`src/design/sifhSettings_settings.svh`:
```
`ifndef SIFH_SETTINGS_SVH
`define SIFH_SETTINGS_SVH

// coarse histogram bits, one bin per code
`define SIFH_NB 6

// fine-time width of the gating window bounds
// must stay wider than SIFH_NB
`define SIFH_NP 16

// per-bin event count, saturates at all ones
`define SIFH_CNT_W 12

// number of bins in the shared memory
`define SIFH_NBINS (2 ** `SIFH_NB)

`endif

```
`src/design/sifhPkg.sv`:
```
`default_nettype none

`include "sifhSettings_settings.svh"

package sifhPkg;

    // coarse arrival-time bin
    typedef logic [`SIFH_NB-1:0] binIdxT;

    // fine-time window bound
    typedef logic [`SIFH_NP-1:0] fineTimeT;

    // bin occupancy
    typedef logic [`SIFH_CNT_W-1:0] countT;

    // peak sweep FSM
    typedef enum logic [1:0] {
        sweepIdle,
        sweepRead,
        sweepFinish
    } sweepStateT;

    // which requester owns the memory slot
    typedef enum logic {
        ownerAcc,
        ownerSweep
    } memOwnerT;

endpackage

`default_nettype wire

```
`src/design/memPortIf.sv`:
```
`timescale 1ns/1ps
`default_nettype none

// one requester's path into the bin memory
// req+gnt in cycle t reads addr, rdata valid in t+1
// we/wdata in t+1 write back to the bin read in t
interface memPortIf;
    import sifhPkg::*;

    logic   req;
    logic   we;
    binIdxT addr;
    countT  wdata;
    logic   gnt;
    countT  rdata;

    // accumulator or sweep side
    modport requester (output req, output we, output addr, output wdata,
                       input gnt, input rdata);

    // arbiter side
    modport arbiter (input req, input we, input addr, input wdata,
                     output gnt, output rdata);

endinterface

`default_nettype wire

```
`src/design/binRam.sv`:
```
`timescale 1ns/1ps
`default_nettype none

`include "sifhSettings_settings.svh"

module binRam (
    input  logic            clk,
    input  logic            we,
    input  sifhPkg::binIdxT addr,
    input  sifhPkg::countT  wdata,
    output sifhPkg::countT  rdata
);
    import sifhPkg::*;

    // one count per coarse bin
    countT  store [`SIFH_NBINS];
    // address of the previous access
    // the write half of a read-modify-write lands here
    binIdxT addrQ;

    always_ff @(posedge clk) begin
        addrQ <= addr;
    end

    // registered read, old data when the same bin is written this cycle
    always_ff @(posedge clk) begin
        rdata <= store[addr];
    end

    // write lands at the edge
    // so a new read and the previous write-back share one cycle
    always_ff @(posedge clk) begin
        if (we) begin
            store[addrQ] <= wdata;
        end
    end

endmodule

`default_nettype wire

```
`src/design/histAccum.sv`:
```
`timescale 1ns/1ps
`default_nettype none

module histAccum (
    input  logic            clk,
    input  logic            rstN,
    input  logic            eventValid,
    input  sifhPkg::binIdxT eventBin,
    memPortIf.requester     mem,
    output sifhPkg::countT  dropCount
);
    import sifhPkg::*;

    // read issued last cycle, data on mem.rdata now
    logic   rdValid;
    binIdxT rdBin;
    // bin written last cycle
    // the RAM read of that bin in the same cycle was stale
    logic   pendValid;
    binIdxT pendBin;
    countT  pendCount;
    // increment path
    countT  baseCount;
    countT  nextCount;
    logic   eventLost;

    // every event asks for a read of its bin
    assign mem.req  = eventValid;
    assign mem.addr = eventBin;

    // forward the pending value on a back-to-back hit
    always_comb begin
        if (pendValid && (pendBin == rdBin)) begin
            baseCount = pendCount;
        end else begin
            baseCount = mem.rdata;
        end
    end

    // saturate at all ones
    always_comb begin
        if (baseCount == '1) begin
            nextCount = baseCount;
        end else begin
            nextCount = countT'(baseCount + 1'b1);
        end
    end

    // write-back one cycle after the read
    assign mem.we    = rdValid;
    assign mem.wdata = nextCount;

    // refused by the arbiter, i.e. sweep in progress
    assign eventLost = eventValid && !mem.gnt;

    always_ff @(posedge clk or negedge rstN) begin
        if (!rstN) begin
            rdValid   <= 1'b0;
            pendValid <= 1'b0;
            dropCount <= '0;
        end else begin
            rdValid   <= eventValid && mem.gnt;
            pendValid <= rdValid;
            if (eventLost && (dropCount != '1)) begin
                dropCount <= countT'(dropCount + 1'b1);
            end
        end
    end

    // payload, qualified by the valid flags above
    always_ff @(posedge clk) begin
        rdBin     <= eventBin;
        pendBin   <= rdBin;
        pendCount <= nextCount;
    end

endmodule

`default_nettype wire

```
`src/design/memArbiter.sv`:
```
`timescale 1ns/1ps
`default_nettype none

module memArbiter (
    input  logic            clk,
    input  logic            rstN,
    memPortIf.arbiter       accPort,
    memPortIf.arbiter       sweepPort,
    output logic            ramWe,
    output sifhPkg::binIdxT ramAddr,
    output sifhPkg::countT  ramWdata,
    input  sifhPkg::countT  ramRdata
);
    import sifhPkg::*;

    // owner of this cycle's read slot
    memOwnerT owner;
    // owner of last cycle's read, gets the data and the write-back
    memOwnerT ownerQ;

    // sweep has absolute priority while it runs
    assign owner         = sweepPort.req ? ownerSweep : ownerAcc;
    assign sweepPort.gnt = sweepPort.req;
    assign accPort.gnt   = accPort.req && !sweepPort.req;

    // read address from the current owner
    assign ramAddr = (owner == ownerSweep) ? sweepPort.addr : accPort.addr;

    always_ff @(posedge clk or negedge rstN) begin
        if (!rstN) begin
            ownerQ <= ownerAcc;
        end else begin
            ownerQ <= owner;
        end
    end

    // write-back follows the port that read last cycle
    assign ramWe    = (ownerQ == ownerSweep) ? sweepPort.we : accPort.we;
    assign ramWdata = (ownerQ == ownerSweep) ? sweepPort.wdata : accPort.wdata;

    // return data only to the port that asked for it
    assign accPort.rdata   = (ownerQ == ownerAcc) ? ramRdata : '0;
    assign sweepPort.rdata = (ownerQ == ownerSweep) ? ramRdata : '0;

    // single owner per slot, and the two requesters never
    // both hold a write-back in the same cycle
    assert property (@(posedge clk) disable iff (!rstN)
        !(accPort.gnt && sweepPort.gnt) && !(accPort.we && sweepPort.we));

endmodule

`default_nettype wire

```
`src/design/peakSweep.sv`:
```
`timescale 1ns/1ps
`default_nettype none

module peakSweep (
    input  logic            clk,
    input  logic            rstN,
    input  logic            frameEnd,
    memPortIf.requester     mem,
    output logic            busy,
    output sifhPkg::binIdxT peakBin,
    output sifhPkg::countT  peakCount,
    output logic            peakDone
);
    import sifhPkg::*;

    sweepStateT state;
    // bin being read this cycle
    binIdxT     rdAddr;
    // bin whose data is on mem.rdata
    binIdxT     cmpAddr;
    logic       cmpValid;
    // running maximum
    countT      maxCount;
    binIdxT     maxBin;
    // maximum including the bin compared now
    logic       takeNew;
    countT      bestCount;
    binIdxT     bestBin;

    assign busy = (state != sweepIdle);

    // hold the memory for the whole sweep, final write-back included
    assign mem.req  = busy;
    assign mem.addr = rdAddr;

    // clear each bin in the cycle after its read
    assign mem.we    = cmpValid;
    assign mem.wdata = '0;

    // strict compare, first (lowest) bin wins a tie
    assign takeNew   = cmpValid && (mem.rdata > maxCount);
    assign bestCount = takeNew ? mem.rdata : maxCount;
    assign bestBin   = takeNew ? cmpAddr : maxBin;

    always_ff @(posedge clk or negedge rstN) begin
        if (!rstN) begin
            state     <= sweepIdle;
            rdAddr    <= '0;
            cmpValid  <= 1'b0;
            maxCount  <= '0;
            maxBin    <= '0;
            peakBin   <= '0;
            peakCount <= '0;
            peakDone  <= 1'b0;
        end else begin
            peakDone <= 1'b0;
            cmpValid <= (state == sweepRead) && mem.gnt;
            maxCount <= bestCount;
            maxBin   <= bestBin;
            case (state)
                sweepIdle: begin
                    // frame end while busy is not seen here
                    if (frameEnd) begin
                        state    <= sweepRead;
                        rdAddr   <= '0;
                        maxCount <= '0;
                        maxBin   <= '0;
                    end
                end
                sweepRead: begin
                    rdAddr <= binIdxT'(rdAddr + 1'b1);
                    if (rdAddr == '1) begin
                        state <= sweepFinish;
                    end
                end
                sweepFinish: begin
                    // last bin compared now, publish
                    state     <= sweepIdle;
                    peakBin   <= bestBin;
                    peakCount <= bestCount;
                    peakDone  <= 1'b1;
                end
                default: begin
                    state <= sweepIdle;
                end
            endcase
        end
    end

    always_ff @(posedge clk) begin
        cmpAddr <= rdAddr;
    end

endmodule

`default_nettype wire

```
`src/design/sifhTop.sv`:
```
`timescale 1ns/1ps
`default_nettype none

module sifhTop (
    input  logic              clk,
    input  logic              rstN,
    input  logic              eventValid,
    input  sifhPkg::binIdxT   eventBin,
    input  logic              frameEnd,
    output logic              busy,
    output sifhPkg::binIdxT   peakBin,
    output sifhPkg::countT    peakCount,
    output logic              windowValid,
    output sifhPkg::fineTimeT thMinus,
    output sifhPkg::fineTimeT thPositive,
    output sifhPkg::fineTimeT delta,
    output sifhPkg::countT    dropCount
);
    import sifhPkg::*;

    // memory side of the arbiter
    logic   ramWe;
    binIdxT ramAddr;
    countT  ramWdata;
    countT  ramRdata;
    // sweep result strobe into the window block
    logic   peakDone;

    // requester ports into the shared bin memory
    memPortIf accPort ();
    memPortIf sweepPort ();

    // photon events, one per cycle
    histAccum accum_i (
        .clk        (clk),
        .rstN       (rstN),
        .eventValid (eventValid),
        .eventBin   (eventBin),
        .mem        (accPort.requester),
        .dropCount  (dropCount)
    );

    // frame end scan, finds the peak and clears the bins
    peakSweep sweep_i (
        .clk       (clk),
        .rstN      (rstN),
        .frameEnd  (frameEnd),
        .mem       (sweepPort.requester),
        .busy      (busy),
        .peakBin   (peakBin),
        .peakCount (peakCount),
        .peakDone  (peakDone)
    );

    memArbiter arb_i (
        .clk       (clk),
        .rstN      (rstN),
        .accPort   (accPort.arbiter),
        .sweepPort (sweepPort.arbiter),
        .ramWe     (ramWe),
        .ramAddr   (ramAddr),
        .ramWdata  (ramWdata),
        .ramRdata  (ramRdata)
    );

    binRam ram_i (
        .clk   (clk),
        .we    (ramWe),
        .addr  (ramAddr),
        .wdata (ramWdata),
        .rdata (ramRdata)
    );

    // gating window from the peak bin
    windowCalc window_i (
        .clk         (clk),
        .rstN        (rstN),
        .peakDone    (peakDone),
        .peakBin     (peakBin),
        .thMinus     (thMinus),
        .thPositive  (thPositive),
        .delta       (delta),
        .windowValid (windowValid)
    );

endmodule

`default_nettype wire

```
`src/design/windowCalc.sv`:
```
`timescale 1ns/1ps
`default_nettype none

`include "sifhSettings_settings.svh"

module windowCalc (
    input  logic              clk,
    input  logic              rstN,
    input  logic              peakDone,
    input  sifhPkg::binIdxT   peakBin,
    output sifhPkg::fineTimeT thMinus,
    output sifhPkg::fineTimeT thPositive,
    output sifhPkg::fineTimeT delta,
    output logic              windowValid
);
    import sifhPkg::*;

    // half window SB and full window 2*SB
    localparam fineTimeT HalfSpan = fineTimeT'(2 ** (`SIFH_NB - 1));
    localparam fineTimeT FullSpan = fineTimeT'(2 ** `SIFH_NB);
    // top-side clamp threshold, all ones minus SB
    localparam fineTimeT HighClamp = fineTimeT'(2 ** `SIFH_NP - 1) - HalfSpan;
    // upper bound used when clamped at the top
    localparam fineTimeT TopPositive = fineTimeT'(2 ** `SIFH_NP - 2 ** `SIFH_NB);

    // peak bin in fine-time units
    fineTimeT chTime;
    fineTimeT minNext;
    fineTimeT posNext;

    assign chTime = {peakBin, {(`SIFH_NP - `SIFH_NB){1'b0}}};

    // window around the peak, pinned inside the fine-time range
    always_comb begin
        if (chTime >= HighClamp) begin
            posNext = TopPositive;
            minNext = TopPositive - FullSpan;
        end else if (chTime <= HalfSpan) begin
            minNext = '0;
            posNext = FullSpan;
        end else begin
            minNext = chTime - HalfSpan;
            posNext = chTime + HalfSpan;
        end
    end

    // bounds held until the next peak
    always_ff @(posedge clk or negedge rstN) begin
        if (!rstN) begin
            thMinus     <= '0;
            thPositive  <= '0;
            delta       <= '0;
            windowValid <= 1'b0;
        end else begin
            windowValid <= peakDone;
            if (peakDone) begin
                thMinus    <= minNext;
                thPositive <= posNext;
                delta      <= minNext;
            end
        end
    end

    // each window is exactly 2*SB wide
    assert property (@(posedge clk) disable iff (!rstN)
        windowValid |-> (fineTimeT'(thPositive - thMinus) == FullSpan));

endmodule

`default_nettype wire

```
`config.mk`:
```
export PLATFORM = sky130hd
export DESIGN_NAME = sifhTop
export DESIGN_NICKNAME = d
export VERILOG_FILES = /design/src/design/sifhPkg.sv /design/src/design/memPortIf.sv /design/src/design/binRam.sv /design/src/design/histAccum.sv /design/src/design/memArbiter.sv /design/src/design/peakSweep.sv /design/src/design/sifhTop.sv /design/src/design/windowCalc.sv
export VERILOG_INCLUDE_DIRS = /design/src /design/src/design
export SDC_FILE = /design/constraint.sdc
export NUM_CORES = 1
export LEC_CHECK = 0
export ABC_CLOCK_PERIOD_IN_PS = 4000
export BUFFER_PORTS_ARGS = -buffer_cell sky130_fd_sc_hd__buf_2
export CAP_MARGIN = 5
export CORE_ASPECT_RATIO = 0.8
export CORE_MARGIN = 4
export CORE_UTILIZATION = 39
export DETAILED_ROUTE_END_ITERATION = 6
export SYNTH_ARGS = -nofsm -noshare
export SYNTH_HDL_FRONTEND = slang
export SYNTH_HIERARCHICAL = 1
export SYNTH_SLANG_ARGS = --single-unit
```
`constraint.sdc`:
```
create_clock -name clk -period 4 [get_ports clk]
set_input_delay 0.4 -clock clk [delete_from_list [all_inputs] [get_ports clk]]
set_output_delay 0.4 -clock clk [all_outputs]
set_load 0.01 [all_outputs]
```
==> impl_metrics.py <==
metrics = {
    "layout": {
        "final_nets": 2075,
        "syn2layout_area_growth_pct": 13.2,
        "n_fill_cell": 7683,
        "drive_above_1_share_pct": 27.2,
        "regArea_um2": 25900,
        "final_area_um2": 40400,
        "multi_input_area_um2": 8860,
    },
    "timing": {
        "skew_ns": 0.0240,
        "setup_violations": 0,
        "tns_ns": 0,
        "rsz0062_at_grt": "no",
        "period_minus_slack_ns": 3.65,
        "period_share_pct": 91.3,
        "tightestPinTransition_ns": 1.17,
        "fmax_mhz": 274,
        "finalHoldViolCount": 0,
        "slew_headroom_pct": 21.7,
        "report.final.slew_viol_count": 0,
    },
    "synth": {
        "seq_area_frac_synth_pct": 72.7,
        "synthTopCellsByArea": "edfxtp_1, mux4_2, dfrtp_1",
        "synth_cells": 1890,
        "yosysWarnings": 6,
        "postSynthAreaPerCell_um2": 18.9,
        "synth_edf_count": 768,
        "yosysTopAreaCellShare_pct": 64.6,
        "syn_area_um2": 35700,
        "synth_commonest_cells": "edfxtp_1, mux4_2, nor2_1",
        "synth_top_area_cell": "edfxtp_1",
        "ys_ff_latch": 892,
        "synthArstFlopShare_pct": 8.52,
        "yosysMostFrequentCell": "edfxtp_1",
        "synth.distinct_cells": 70,
        "yosys_most_used_dff": "edfxtp_1",
    },
    "placed_design": {
        "placed_area_um2": 37600,
        "numPortBuffers": 71,
        "dp_hpwl_mm": 53.4,
        "routabilityCongestion": 0.823,
    },
    "power_and_ir_drop": {
        "internal_power_mw": 19.1,
        "total_power_mw": 28.1,
        "ir_drop_uv": 457,
        "power.leakage_nw": 13.6,
        "p_sw_mw": 8.98,
        "swShare_pct": 32.0,
        "powerDensity_nw_per_um2": 695,
        "pwr-share-clk_pct": 27.8,
        "seq_power_share_pct": 41.2,
        "combPwrFrac_pct": 31.0,
    },
    "setup_path": {
        "crit_path_frequent_cell": "buf_4",
        "max_stage_delay_ns": 0.69,
        "start_kind": "flip-flop",
        "criticalPathCategory": "flip-flop to flip-flop",
        "crit_required_ns": 4.54,
        "end_kind": "flip-flop",
        "r2r_cells": 9,
        "path_cells": "or2_2 > mux2_4 > buf_4 > buf_4 > mux4_2 > nor3_1 > a211oi_1 > o221ai_1 > o31ai_1",
        "crit_arrival_ns": 4.19,
        "slowest_stage": "mux2_4",
        "cp_max_fo": 38,
    },
    "floorplan": {
        "die_y_um": 279,
        "start_util_pct": 39.6,
        "core_um2": 90000,
        "io_pins": 90,
        "die_x_um": 346,
        "fp-row-count": 98,
        "dieArea_um2": 96400,
    },
    "global_route": {
        "grt_antenna_before_repair": 2,
        "grt_pass1_vias": 18600,
        "gr-total-overflow": 0,
        "grt_first_pass_wirelength_mm": 128,
        "grt_usage_pct": 17.7,
        "grt_max_degree": 77,
    },
    "clock_tree": {
        "numCtsBuffers": 85,
        "clkTransAtPathRegs_ns": 0.06,
        "cts-root-buf": "clkbuf_16",
        "clock_latency_ns": 0.63,
        "htree_levels": 3,
        "cts_tree": "done",
        "clockBufferDepth": 3,
        "clock_sinks": 892,
        "post_cts_buffers": 0,
    },
    "route": {
        "routed-via-count": 18500,
        "drc": 0,
        "wl_per_cell_um": 26.0,
        "drt-pass1-iter-count": 6,
        "vias_per_cell": 5.57,
        "wirelength_mm": 86.4,
        "ant_nets": 0,
        "drtIter0Drc": 1705,
    },
    "worst_hold_path": {
        "whs_path_depth": 2,
        "hp-class": "input port to flip-flop",
    },
    "run": {
        "maxCapViolations": 0,
    },
    "run_status": {
        "status": "completed",
    },
}
==> critical path, delay by kind of cell (launching register included) <==
| family | cells | cell delay [ns] |
|---|---|---|
| flops | 1 | 0.40 |
| buf+inv | 2 | 0.54 |
| compound gates | 3 | 1.17 |
| mux | 2 | 0.91 |
| simple gates | 2 | 0.51 |
==> area by class of cell <==
cell class	count	area share, %
antenna	2	0.0124
clock buffer	104	5.62
clock inverter	48	0.976
inverter	21	0.195
multi-input combinational	861	21.9
sequential	892	64.2
tap	1200	3.72
timing repair buffer	189	3.34
==> cells by family (layout without fill, tap and decap cells) <==
group                      count (synthesis)  after routing  synth area share [%]
AOI/OAI and AO/OA                        195            195                  4.05
DFF                                      892            892                  72.7
xor gates and xnor gates                  25             25                 0.614
other                                      2             32                0.0211
muxes                                    265            265                  14.3
adders and majority gates                 15             15                 0.526
buffers and inverters                    165            362                  2.94
and+or+nand+nor                          331            331                  4.84
==> per-layer routing <==
layer  wire length [µm]  vias up  track usage (%)
met2              40600      687             28.1
li1                   -     7842                -
met5                  0        -                0
met1              37900     9828             25.8
met4               1560        0             3.73
met3               6250      107             3.29
==> power groups by stage <==
stage,sequential [mW],clock [mW],combinational (mW)
2_1_floorplan,11.5,0,6.04
3_3_place_gp,11.7,0,8.66
3_5_place_dp,11.8,0,8.75
4_1_cts,11.6,7.96,8.79
5_1_grt,11.6,8.37,9.29
6_report,11.6,7.80,8.71
==> state kept, by name, summed over array words and instances, names as in the netlist, 8 cells and up <==
register             cells
accum_i/dropCount       12
accum_i/pendCount       12
ram_i/rdata             12
ram_i/store            768
sweep_i/maxCount        12
sweep_i/peakCount       12
window_i/thPositive      8
==> what timing repair did <==
item,4_1_cts,5_1_grt
hold buffers,7,0
gates resized for setup,0,0
endpoints found under the hold margin,82,0
==> path summary, 6_finish.rpt <==
| path | start | endpoint | slack (ns) |
|---|---|---|---|
| min reg2reg | accum_i/rdBin[5] | accum_i/pendBin[5] | 0.36 |
| min in group asynchronous | rstN | window_i/delta[14] | 0.46 |
| max reg2reg | sweep_i/state[0] | ram_i/rdata[4] | 0.35 |
| max in group asynchronous | rstN | sweep_i/maxCount[5] | 2.89 |
| max | sweep_i/state[0] | ram_i/rdata[4] | 0.35 |
| min | eventValid | accum_i/mem.we | 0.11 |
==> cells in the final DEF (no fill, tap or decap), types with 7 or more instances in the layout <==
master | synthesis | final
edfxtp_1 | 768 | 768
o21ai_0 | 32 | 32
o221ai_1 | 16 | 16
nor2b_1 | 27 | 27
buf_4 | 67 | 105
mux2i_1 | 42 | 42
inv_1 | 20 | 20
o221a_2 | 18 | 18
a22oi_1 | 9 | 9
dlygate4sd3_1 | 0 | 7
dfrtp_1 | 76 | 76
clkbuf_16 | 0 | 86
mux2_4 | 6 | 7
buf_2 | 19 | 70
mux2_2 | 25 | 22
a31oi_1 | 13 | 13
o22ai_1 | 26 | 26
nand2_1 | 42 | 42
and2_1 | 19 | 19
nand2b_1 | 31 | 31
xor2_1 | 7 | 7
nand3_1 | 40 | 40
nand4_1 | 9 | 9
conb_1 | 2 | 30
clkbuf_1 | 37 | 13
buf_12 | 2 | 7
clkinv_2 | 0 | 28
mux4_2 | 192 | 192
a21oi_1 | 21 | 21
ha_1 | 15 | 15
a211oi_1 | 15 | 15
nor2_1 | 111 | 111
dfxtp_1 | 48 | 48
xnor2_1 | 18 | 18
clkinv_1 | 1 | 11
nor3_1 | 15 | 13
==> metrics by stage <==
stage                     utilization (%)  setup slack, ns  hold slack (ns)  cells
final                                44.9            0.347            0.107   3317
after global routing                 44.9            0.193           0.0879   3315
after CTS                            44.9            0.280           0.0751   3315
after detailed placement             41.8            0.275            0.355   3156
after global placement               41.8            0.300            0.353   3156
after floorplan                         -             1.08            0.104   1918
(Power assumes the default switching activity.)
